### src/include/fpu_defines.svh
`ifndef FPU_DEFINES_SVH
`define FPU_DEFINES_SVH

// datapath widths
`define FPU_DATA_W 64
`define FPU_LANE_W 32
`define FPU_TAG_W 6

// exception flags, bit 0 invalid, bit 1 denormal operand
`define FPU_FLAG_W 2
`define FPU_FLAG_INV 0
`define FPU_FLAG_DEN 1

// control word, trap enables ordered like the flags
`define FPU_CSR_W 32
`define FPU_CSR_EN_LSB 11

// double format fields
`define FPU_EXP_W 11
`define FPU_MAN_W 52

`endif

### src/rtl/fpu_pkg.sv
`default_nettype none

`include "fpu_defines.svh"

package fpu_pkg;

  typedef enum logic [2:0] {
    op_and,
    op_or,
    op_xor,
    op_andn,
    op_cmp_eq,
    op_cmp_lt,
    op_cmp_le,
    op_cmp_unord
  } p1_op_e;

  typedef enum logic [1:0] {
    op_swap,
    op_dupl,
    op_merge,
    op_copyb
  } p2_op_e;

  // operand source
  typedef enum logic [2:0] {
    fwd_reg,
    fwd_res1,
    fwd_res2,
    fwd_res1_old,
    fwd_res2_old
  } fwd_sel_e;

  typedef struct packed {
    p1_op_e                 op;
    logic                   ordered;
    logic [`FPU_TAG_W-1:0]  tag;
    logic [`FPU_DATA_W-1:0] a;
    logic [`FPU_DATA_W-1:0] b;
    fwd_sel_e               fwd_a;
    fwd_sel_e               fwd_b;
  } p1_issue_t;

  typedef struct packed {
    p2_op_e                 op;
    logic [`FPU_TAG_W-1:0]  tag;
    logic [`FPU_DATA_W-1:0] a;
    logic [`FPU_DATA_W-1:0] b;
    fwd_sel_e               fwd_a;
    fwd_sel_e               fwd_b;
  } p2_issue_t;

  typedef struct packed {
    logic                   valid;
    logic [`FPU_DATA_W-1:0] data;
  } result_t;

  typedef struct packed {
    logic eq;
    logic lt;
    logic gt;
    logic unord;
  } cmp_flags_t;

  typedef struct packed {
    logic [`FPU_TAG_W-1:0]  tag;
    logic [`FPU_FLAG_W-1:0] flags;
    logic                   trap;
  } retire_t;

endpackage

`default_nettype wire

### src/rtl/operand_forward.sv
`default_nettype none
`timescale 1ns/1ps

`include "fpu_defines.svh"

module operand_forward
  import fpu_pkg::*;
(
  input  logic                   clk,
  input  logic                   rst,
  input  fwd_sel_e               sel,
  input  logic [`FPU_DATA_W-1:0] reg_val,
  input  result_t                res1,
  input  result_t                res2,
  output logic [`FPU_DATA_W-1:0] operand
);

  fwd_sel_e               sel_q;
  logic [`FPU_DATA_W-1:0] reg_q;
  logic [`FPU_DATA_W-1:0] res1_old;
  logic [`FPU_DATA_W-1:0] res2_old;

  // select and register value captured at issue
  always_ff @(posedge clk) begin
    if (rst) begin
      sel_q <= fwd_reg;
    end else begin
      sel_q <= sel;
    end
    reg_q <= reg_val;
  end

  // previous-cycle bus copies
  always_ff @(posedge clk) begin
    if (rst) begin
      res1_old <= '0;
      res2_old <= '0;
    end else begin
      res1_old <= res1.data;
      res2_old <= res2.data;
    end
  end

  // bus data is taken whether or not its valid is set
  always_comb begin
    case (sel_q)
      fwd_res1:     operand = res1.data;
      fwd_res2:     operand = res2.data;
      fwd_res1_old: operand = res1_old;
      fwd_res2_old: operand = res2_old;
      default:      operand = reg_q;
    endcase
  end

endmodule

`default_nettype wire

### src/rtl/fp_cmp_logic.sv
`default_nettype none
`timescale 1ns/1ps

`include "fpu_defines.svh"

module fp_cmp_logic
  import fpu_pkg::*;
(
  input  logic                   clk,
  input  logic                   rst,
  input  p1_op_e                 op,
  input  logic                   ordered,
  input  logic [`FPU_DATA_W-1:0] a,
  input  logic [`FPU_DATA_W-1:0] b,
  output logic [`FPU_DATA_W-1:0] data,
  output cmp_flags_t             flags,
  output logic [`FPU_FLAG_W-1:0] raised
);

  logic [`FPU_DATA_W-1:0]           a_q;
  logic [`FPU_DATA_W-1:0]           b_q;
  logic                             sign_a;
  logic                             sign_b;
  logic [`FPU_EXP_W-1:0]            exp_a;
  logic [`FPU_EXP_W-1:0]            exp_b;
  logic [`FPU_MAN_W-1:0]            man_a;
  logic [`FPU_MAN_W-1:0]            man_b;
  logic                             nan_a;
  logic                             nan_b;
  logic                             snan_a;
  logic                             snan_b;
  logic                             zero_a;
  logic                             zero_b;
  logic                             den_a;
  logic                             den_b;
  logic                             mag_lt;
  logic                             is_cmp;
  logic                             pred;
  cmp_flags_t                       cmp_c;
  logic [`FPU_FLAG_W-1:0]           raise_c;
  logic [`FPU_DATA_W-1:0]           res_c;

  always_ff @(posedge clk) begin
    a_q <= a;
    b_q <= b;
  end

  assign {sign_a, exp_a, man_a} = a_q;
  assign {sign_b, exp_b, man_b} = b_q;

  assign nan_a  = (&exp_a) && (|man_a);
  assign nan_b  = (&exp_b) && (|man_b);
  // quiet bit is the mantissa msb
  assign snan_a = nan_a && !man_a[`FPU_MAN_W-1];
  assign snan_b = nan_b && !man_b[`FPU_MAN_W-1];
  assign zero_a = !(|exp_a) && !(|man_a);
  assign zero_b = !(|exp_b) && !(|man_b);
  assign den_a  = !(|exp_a) && (|man_a);
  assign den_b  = !(|exp_b) && (|man_b);

  // sign-magnitude order, magnitude sense flips for negatives
  assign mag_lt = (sign_a != sign_b) ? sign_a :
                  sign_a ? ({exp_a, man_a} > {exp_b, man_b}) :
                           ({exp_a, man_a} < {exp_b, man_b});

  always_comb begin
    cmp_c.unord = nan_a || nan_b;
    cmp_c.eq    = !cmp_c.unord && ((a_q == b_q) || (zero_a && zero_b));
    cmp_c.lt    = !cmp_c.unord && !cmp_c.eq && mag_lt;
    cmp_c.gt    = !cmp_c.unord && !cmp_c.eq && !mag_lt;

    raise_c = '0;
    raise_c[`FPU_FLAG_INV] = snan_a || snan_b || (ordered && cmp_c.unord);
    raise_c[`FPU_FLAG_DEN] = den_a || den_b;

    is_cmp = 1'b1;
    pred   = 1'b0;
    res_c  = '0;
    case (op)
      op_and:       begin is_cmp = 1'b0; res_c = a_q & b_q; end
      op_or:        begin is_cmp = 1'b0; res_c = a_q | b_q; end
      op_xor:       begin is_cmp = 1'b0; res_c = a_q ^ b_q; end
      // a and not b
      op_andn:      begin is_cmp = 1'b0; res_c = a_q & ~b_q; end
      op_cmp_eq:    pred = cmp_c.eq;
      op_cmp_lt:    pred = cmp_c.lt;
      op_cmp_le:    pred = cmp_c.lt || cmp_c.eq;
      default:      pred = cmp_c.unord;
    endcase
    if (is_cmp) begin
      res_c = {`FPU_DATA_W{pred}};
    end
  end

  always_ff @(posedge clk) begin
    data   <= res_c;
    raised <= is_cmp ? raise_c : '0;
  end

  always_ff @(posedge clk) begin
    if (rst) begin
      flags <= '0;
    end else if (is_cmp) begin
      flags <= cmp_c;
    end
  end

endmodule

`default_nettype wire

### src/rtl/lane_permute.sv
`default_nettype none
`timescale 1ns/1ps

`include "fpu_defines.svh"

module lane_permute
  import fpu_pkg::*;
(
  input  logic                   clk,
  input  logic                   rst,
  input  p2_op_e                 op,
  input  logic [`FPU_DATA_W-1:0] a,
  input  logic [`FPU_DATA_W-1:0] b,
  output logic [`FPU_DATA_W-1:0] data
);

  logic [`FPU_DATA_W-1:0] a_q;
  logic [`FPU_DATA_W-1:0] b_q;
  logic [`FPU_LANE_W-1:0] a_hi;
  logic [`FPU_LANE_W-1:0] a_lo;
  logic [`FPU_LANE_W-1:0] b_lo;
  logic [`FPU_DATA_W-1:0] res_c;

  always_ff @(posedge clk) begin
    a_q <= a;
    b_q <= b;
  end

  assign a_hi = a_q[`FPU_LANE_W +: `FPU_LANE_W];
  assign a_lo = a_q[0 +: `FPU_LANE_W];
  assign b_lo = b_q[0 +: `FPU_LANE_W];

  // high lane listed first
  always_comb begin
    case (op)
      op_swap:  res_c = {a_lo, a_hi};
      op_dupl:  res_c = {a_lo, a_lo};
      op_merge: res_c = {a_hi, b_lo};
      default:  res_c = b_q;
    endcase
  end

  always_ff @(posedge clk) begin
    if (rst) begin
      data <= '0;
    end else begin
      data <= res_c;
    end
  end

endmodule

`default_nettype wire

### src/rtl/excpt_report.sv
`default_nettype none
`timescale 1ns/1ps

`include "fpu_defines.svh"

module excpt_report
  import fpu_pkg::*;
(
  input  logic                   clk,
  input  logic                   rst,
  input  logic [`FPU_CSR_W-1:0]  fpcsr,
  input  logic                   done,
  input  logic [`FPU_TAG_W-1:0]  tag,
  input  logic [`FPU_FLAG_W-1:0] raised,
  output logic                   retire_en,
  output retire_t                retire
);

  logic [`FPU_FLAG_W-1:0] trap_en;

  // enable bits line up with the flag vector
  assign trap_en = fpcsr[`FPU_CSR_EN_LSB +: `FPU_FLAG_W];

  always_ff @(posedge clk) begin
    if (rst) begin
      retire_en <= 1'b0;
    end else begin
      retire_en <= done;
    end
  end

  always_ff @(posedge clk) begin
    if (done) begin
      retire.tag   <= tag;
      retire.flags <= raised;
      retire.trap  <= |(raised & trap_en);
    end
  end

endmodule

`default_nettype wire

### src/rtl/fpu_ctrl.sv
`default_nettype none
`timescale 1ns/1ps

`include "fpu_defines.svh"

module fpu_ctrl
  import fpu_pkg::*;
(
  input  logic                  clk,
  input  logic                  rst,
  input  logic                  p1_issue_en,
  input  logic                  p2_issue_en,
  input  p1_op_e                p1_op,
  input  logic                  p1_ordered,
  input  logic [`FPU_TAG_W-1:0] p1_tag,
  input  p2_op_e                p2_op,
  output p1_op_e                p1_op_q,
  output logic                  p1_ordered_q,
  output p2_op_e                p2_op_q,
  output logic                  p1_done,
  output logic                  res1_valid,
  output logic                  res2_valid,
  output logic [`FPU_TAG_W-1:0] p1_done_tag
);

  logic                  p1_v1;
  logic                  p1_v2;
  logic                  p1_v3;
  logic                  p2_v1;
  logic                  p2_v2;
  logic                  p2_v3;
  p1_op_e                p1_op_s1;
  p2_op_e                p2_op_s1;
  logic                  p1_ord_s1;
  logic [`FPU_TAG_W-1:0] p1_tag_s1;
  logic [`FPU_TAG_W-1:0] p1_tag_s2;

  // valid pipes, issue edge then two stages
  always_ff @(posedge clk) begin
    if (rst) begin
      p1_v1 <= 1'b0;
      p1_v2 <= 1'b0;
      p1_v3 <= 1'b0;
      p2_v1 <= 1'b0;
      p2_v2 <= 1'b0;
      p2_v3 <= 1'b0;
    end else begin
      p1_v1 <= p1_issue_en;
      p1_v2 <= p1_v1;
      p1_v3 <= p1_v2;
      p2_v1 <= p2_issue_en;
      p2_v2 <= p2_v1;
      p2_v3 <= p2_v2;
    end
  end

  // opcodes for the stage 2 units
  // idle slots get a logic op so the compare flags hold
  always_ff @(posedge clk) begin
    if (rst) begin
      p1_op_s1 <= op_and;
      p1_op_q  <= op_and;
      p2_op_s1 <= op_swap;
      p2_op_q  <= op_swap;
    end else begin
      if (p1_issue_en) begin
        p1_op_s1 <= p1_op;
      end
      if (p2_issue_en) begin
        p2_op_s1 <= p2_op;
      end
      p1_op_q <= p1_v1 ? p1_op_s1 : op_and;
      p2_op_q <= p2_op_s1;
    end
  end

  always_ff @(posedge clk) begin
    if (p1_issue_en) begin
      p1_ord_s1 <= p1_ordered;
      p1_tag_s1 <= p1_tag;
    end
    p1_ordered_q <= p1_ord_s1;
    p1_tag_s2    <= p1_tag_s1;
    p1_done_tag  <= p1_tag_s2;
  end

  assign res1_valid = p1_v3;
  assign res2_valid = p2_v3;
  // retire report is taken one edge after the result
  assign p1_done    = p1_v3;

endmodule

`default_nettype wire

### src/rtl/fpu_cluster.sv
`default_nettype none
`timescale 1ns/1ps

`include "fpu_defines.svh"

module fpu_cluster
  import fpu_pkg::*;
(
  input  logic                  clk,
  input  logic                  rst,
  input  logic [`FPU_CSR_W-1:0] fpcsr,
  input  logic                  p1_issue_en,
  input  p1_issue_t             p1_issue,
  input  logic                  p2_issue_en,
  input  p2_issue_t             p2_issue,
  output result_t               res1,
  output result_t               res2,
  output cmp_flags_t            cmp_flags,
  output logic                  retire_en,
  output retire_t               retire
);

  p1_op_e                  p1_op_q;
  p2_op_e                  p2_op_q;
  logic                    p1_ordered_q;
  logic                    p1_done;
  logic                    res1_valid;
  logic                    res2_valid;
  logic [`FPU_TAG_W-1:0]   p1_done_tag;
  logic [`FPU_DATA_W-1:0]  p1_a;
  logic [`FPU_DATA_W-1:0]  p1_b;
  logic [`FPU_DATA_W-1:0]  p2_a;
  logic [`FPU_DATA_W-1:0]  p2_b;
  logic [`FPU_DATA_W-1:0]  p1_data;
  logic [`FPU_DATA_W-1:0]  p2_data;
  logic [`FPU_FLAG_W-1:0]  p1_raised;

  fpu_ctrl u_ctrl (
    .clk          (clk),
    .rst          (rst),
    .p1_issue_en  (p1_issue_en),
    .p2_issue_en  (p2_issue_en),
    .p1_op        (p1_issue.op),
    .p1_ordered   (p1_issue.ordered),
    .p1_tag       (p1_issue.tag),
    .p2_op        (p2_issue.op),
    .p1_op_q      (p1_op_q),
    .p1_ordered_q (p1_ordered_q),
    .p2_op_q      (p2_op_q),
    .p1_done      (p1_done),
    .res1_valid   (res1_valid),
    .res2_valid   (res2_valid),
    .p1_done_tag  (p1_done_tag)
  );

  // one forwarding mux per operand
  operand_forward u_fwd_p1_a (
    .clk(clk), .rst(rst), .sel(p1_issue.fwd_a), .reg_val(p1_issue.a),
    .res1(res1), .res2(res2), .operand(p1_a)
  );

  operand_forward u_fwd_p1_b (
    .clk(clk), .rst(rst), .sel(p1_issue.fwd_b), .reg_val(p1_issue.b),
    .res1(res1), .res2(res2), .operand(p1_b)
  );

  operand_forward u_fwd_p2_a (
    .clk(clk), .rst(rst), .sel(p2_issue.fwd_a), .reg_val(p2_issue.a),
    .res1(res1), .res2(res2), .operand(p2_a)
  );

  operand_forward u_fwd_p2_b (
    .clk(clk), .rst(rst), .sel(p2_issue.fwd_b), .reg_val(p2_issue.b),
    .res1(res1), .res2(res2), .operand(p2_b)
  );

  fp_cmp_logic u_cmp_logic (
    .clk     (clk),
    .rst     (rst),
    .op      (p1_op_q),
    .ordered (p1_ordered_q),
    .a       (p1_a),
    .b       (p1_b),
    .data    (p1_data),
    .flags   (cmp_flags),
    .raised  (p1_raised)
  );

  lane_permute u_permute (
    .clk  (clk),
    .rst  (rst),
    .op   (p2_op_q),
    .a    (p2_a),
    .b    (p2_b),
    .data (p2_data)
  );

  excpt_report u_excpt (
    .clk       (clk),
    .rst       (rst),
    .fpcsr     (fpcsr),
    .done      (p1_done),
    .tag       (p1_done_tag),
    .raised    (p1_raised),
    .retire_en (retire_en),
    .retire    (retire)
  );

  assign res1.valid = res1_valid;
  assign res1.data  = p1_data;
  assign res2.valid = res2_valid;
  assign res2.data  = p2_data;

endmodule

`default_nettype wire

### config.mk
export PLATFORM = sky130hd
export DESIGN_NAME = fpu_cluster
export DESIGN_NICKNAME = d
export VERILOG_FILES = /design/src/rtl/fpu_pkg.sv /design/src/rtl/operand_forward.sv /design/src/rtl/fp_cmp_logic.sv /design/src/rtl/lane_permute.sv /design/src/rtl/excpt_report.sv /design/src/rtl/fpu_ctrl.sv /design/src/rtl/fpu_cluster.sv
export VERILOG_INCLUDE_DIRS = /design/src /design/src/include
export SDC_FILE = /design/constraint.sdc
export NUM_CORES = 1
export LEC_CHECK = 0
export BUFFER_PORTS_ARGS = -buffer_cell sky130_fd_sc_hd__buf_2
export CAP_MARGIN = 20
export CORE_MARGIN = 4
export CORE_UTILIZATION = 48
export DETAILED_ROUTE_END_ITERATION = 8
export GPL_TIMING_DRIVEN = 0
export PLACE_DENSITY = 0.7
export SYNTH_ARGS = -nofsm -noshare
export SYNTH_HDL_FRONTEND = slang
export SYNTH_SLANG_ARGS = --single-unit
export TNS_END_PERCENT = 20
### constraint.sdc
create_clock -name clk -period 2.95 [get_ports clk]
set_clock_uncertainty 0.2 [all_clocks]
set_input_delay 0.1475 -clock clk [delete_from_list [all_inputs] [get_ports clk]]
set_output_delay 0.1475 -clock clk [all_outputs]
set_load 0.05 [all_outputs]
==> reports/metrics.sh <==
VDD_IR_DROP_MAX_V=0.000557
UNREPAIRED_SETUP_ENDPOINTS_AFTER_GLOBAL_ROUTING='true'
PLACE.PORT_BUFFERS=429
DESIGN.FINAL.NETS=4836
CTS.REPORTEDPATHS.CLKPINSLEW_NS=0.07
STATUS='finished, violations left'
RR_STARTPOINT='u_cmp_logic.b_q[1]'
SETUP_VIOL=138
NUMBER_OF_ANTENNA_VIOLATIONS_AT_THE_FIRST_CHECK_IN_GLOBAL_ROUTING=19
MAX_FREQ_GHz=0.294
SYNTHDOMINANTCELLAREASHARE=0.516
DETAIL_ROUTE.ITER0.VIOLATIONS=5000
PLACED_CELL_AREA_UM2=35200
SETUP_WS_NS=-0.454
TIMING.HOLD.WS_NS=0.0368
FULL_DIE_AREA_UM2=70200
DRC_ERRORS=1
GRT_PASS1_VIAS=32300
POWER.DENSITY_CELL_AREA_nW_PER_UM2=674
FLOORPLAN.INITIALDENSITY=0.488
SYNTH.YOSYS.SEQ_AREA_SHARE=0.531
YS_ASYNC_SR_FRACTION=0
ROUTE.VIAS.TOTAL=32600
MEASURED_SLEW_AT_THE_WORST_SLEW_CHECK_PIN_NS=1.30
SYNTHESIS.AREA_PER_INSTANCE_UM2=9.68
FINALCRITPERIODSHARE=1.15
FF2FF_PATH_DEPTH=13
ARR_TIME_CRIT_PATH_NS=3.72
DRT_PASS1_ITERATIONS=9
FINAL_LAYOUT_SIZE_SUFFIX_GT1_FRAC=0.177
CRITICAL-PATH-TOP-CELL-BY-COUNT='buf_4'
PRE_CTS_SLACK_NS=-1.88
CRITICALPATHCATEGORY='flip-flop to flip-flop'
YOSYS_WARNINGS=0
HOLD_PATH.STARTPOINT='p1_issue[139]'
FIN_TNS_SETUP_NS=-31.87
SYNTH_EDF_COUNT=16
DIE_EXTENT_IN_X_UM=265
YS_DOMINANT_REG_CELL='dfxtp_1'
CRITPATHMAXSTAGEDELAY_NS=0.42
DETAILEDPLACEMENTHPWL_MM=102
NUM_ROWS=93
SYNTHTOLAYOUTAREAGROWTH_PCT=41.9
MAX_CAP_VIOL_COUNT=0
FINALWIRELENGTH_MM=150
DETAIL_ROUTE.VIAS_PER_CELL=6.12
HTREE_NUM_LEVELS=3
PLACE_CONGESTION=1.01
FAILED_CHECKS='design-rule violations, negative setup slack'
POSTLAYOUTCELLAREA_UM2=44900
WORSTSETUPENDPOINTTYPE='flip-flop'
CORE_AREA_UM2=64900
SYNTH_NETS=3720
CPMAXSTAGEDELAYCELL='nor4_2'
POSTROUTEANTENNANETS=0
FINAL_HOLD_VIOL_COUNT=0
WORSTHOLDPATHCELLS=2
REGTOREGSETUPSLACK_NS=-0.45
IO_PINS=466
CLK-INSERTION-DELAY-LATE_NS=0.64
HOLD_PATH_END='u_ctrl.p1_tag_s1[5]'
ROOT_BUFFER='clkbuf_16'
REGTOREGENDPOINT='u_cmp_logic.data[4]'
TIMING.FINAL.MAX_SLEW_VIOLATIONS=0
WORSTPATHMAXFANOUT=10
CRIT_FAMILY='simple AND/OR/NAND/NOR gates'
SYNTH_LARGEST_AREA_CELL='dfxtp_1'
CTS.SINK_COUNT=832
TIMING.FINAL.CRIT_PERIOD_NS=3.40
CP.BUFFERS_INVERTERS=5
MAPPEDNETLISTAREA_UM2=31700
NUMCTSBUFFERS=87
LEAKAGE_nW=19.1
TRITONCTS='done'
ROUTED_WIRE_LENGTH_PER_INSTANCE_UM=28.1
TRACK_USAGE=0.407
CRIT_CHAIN='buf_4 -> nor4_2 -> nand4_1 -> nor4_4 -> buf_4 -> nor4_1 -> nor2_1 -> nor3_1 -> a41oi_4 -> buf_12 -> buf_6 -> buf_8 -> nand3_2'
GLOBAL_ROUTE_WIRE_LENGTH_BEFORE_REPAIR_MM=214
MAXIMUM_NUMBER_OF_PINS_ON_ONE_NET_BEFORE_GLOBAL_ROUTE_REPAIR=16
SYNTH.TOP_CELLS.BY_AREA='dfxtp_1 52%, a22oi_1 12%, ha_1 5.0%'
SYNTH.FF_LATCH_COUNT=832
CLOCK_PATH_BUFFERS=3
REQUIRED_NS=3.26
ELEMENT_TYPE_AT_THE_CRITICAL_PATH_START='flip-flop'
FILLER_CELLS=4719
YOSYSUNIQUECELLTYPES=55
MAX_SLEW_MARGIN=0.134
SYNTH_CELLS=3271
DIE_H_UM=265
DESIGN_POWER_TOTAL_mW=30.3
OVERFLOW=0
TIMING.HOLD.WORST.CLASS='input pin to flip-flop'
[cells in the mapped netlist (5+ instances only)]
cell type / instances
buf_1: 30
nand2_1: 327
nor3b_1: 10
xnor2_1: 64
nor3_1: 11
o21ai_0: 73
and2_1: 10
a31oi_1: 65
a211oi_1: 33
edfxtp_1: 16
mux2i_1: 69
inv_1: 147
nand3_2: 25
clkbuf_1: 179
nand4_1: 11
nor2_1: 122
a22oi_1: 512
ha_1: 127
nand3_1: 303
nor2b_1: 159
dfxtp_1: 816
a21oi_1: 54
xor2_1: 5
buf_6: 6
nor4_1: 44
[report_power, final]
part	total (mW)	switching, mW	internal [mW]
logic	5.11	3.16	1.95
clock network	11.8	4.85	6.93
registers	13.4	1.14	12.2
total	30.3	9.15	21.1
[logic make-up (layout without fill, tap and decap cells)]
kind of cell	after synthesis	after routing	synth area share
adder cells (fa/ha/maj)	127	127	0.0502
multiplexers	69	69	0.0218
other	0	13	0
AO/OA/AOI/OAI	762	762	0.169
AND/OR/NAND/NOR	1042	1042	0.162
XOR/XNOR	69	69	0.0191
buffers and inverters	370	1561	0.0463
flip-flops	832	832	0.531
[metrics by stage]
stage	util	instances
6_report	0.692	5330
5_1_grt	0.692	5323
2_1_floorplan	-	3271
3_3_place_gp	0.538	4555
4_1_cts	0.685	5306
3_5_place_dp	0.542	4569
[registers in the layout, indices dropped and copies added (netlist names), 9 cells and up]
signal and count:
u_permute.a_q 64, u_excpt.retire 9, u_permute.data 64, u_fwd_p1_b.reg_q 64, u_cmp_logic.b_q 64, u_fwd_p2_b.reg_q 64, u_fwd_p2_b.res2_old 64, u_fwd_p2_a.reg_q 64
u_permute.b_q 64, u_cmp_logic.a_q 64, u_cmp_logic.data 64, u_fwd_p1_a.reg_q 64, u_fwd_p2_b.res1_old 64
[per-layer routing]
metal,vias to the layer above,GRT usage,part of all wire
met5,-,0,0.00035
met4,8,0.222,0.069
met3,680,0.0926,0.11
met2,2506,0.659,0.45
met1,15600,0.506,0.36
li1,13900,-,-
[repair_timing]
item / 4_1_cts / 5_1_grt
cloned: 1 / 3
resized for setup: 106 / 83
pin swaps: 19 / 20
buffers inserted: 20 / 6
hold buffers: 553 / 0
hold endpoints to repair: 300 / 0
endpoints found under the setup margin: 72 / 89
[layout make-up]
type	count	area (um^2)	share of cell area
inverter	147	559	0.0124
multi-input combinational	2069	14000	0.312
clock buffer	122	2530	0.0564
clock inverter	42	519	0.0116
buffer	222	971	0.0216
sequential	832	16900	0.377
antenna	13	32.5	0.000724
timing repair buffer	1028	8290	0.184
tap	855	1070	0.0238
[worst max path at each step]
| stage | from | endpoint | slack, ns | cells after the start |
|---|---|---|---|---|
| final | u_cmp_logic.b_q[1] | u_cmp_logic.data[4] | -0.45 | 13 |
| after global routing | u_cmp_logic.b_q[27] | u_cmp_logic.data[60] | -0.48 | 13 |
| after CTS | u_cmp_logic.b_q[2] | u_cmp_logic.data[4] | -0.46 | 12 |
| after detailed placement | u_cmp_logic.a_q[41] | u_cmp_logic.data[40] | -1.88 | 9 |
| after global placement | u_cmp_logic.a_q[41] | u_cmp_logic.data[40] | -1.93 | 9 |
| after floorplan | u_cmp_logic.b_q[56] | u_cmp_logic.data[10] | 0.03 | 11 |
[cells in the final DEF, fill, tap and decap left out, types with 122 or more instances in the layout]
cell type      instances
inv_1                139
nor2_1               122
clkbuf_1             192
buf_2                429
dfxtp_1              763
nand2_1              327
nor2b_1              159
dlygate4sd3_1        554
a22oi_1              512
nand3_1              285
Note: power is estimated with default switching activity, not from simulation.
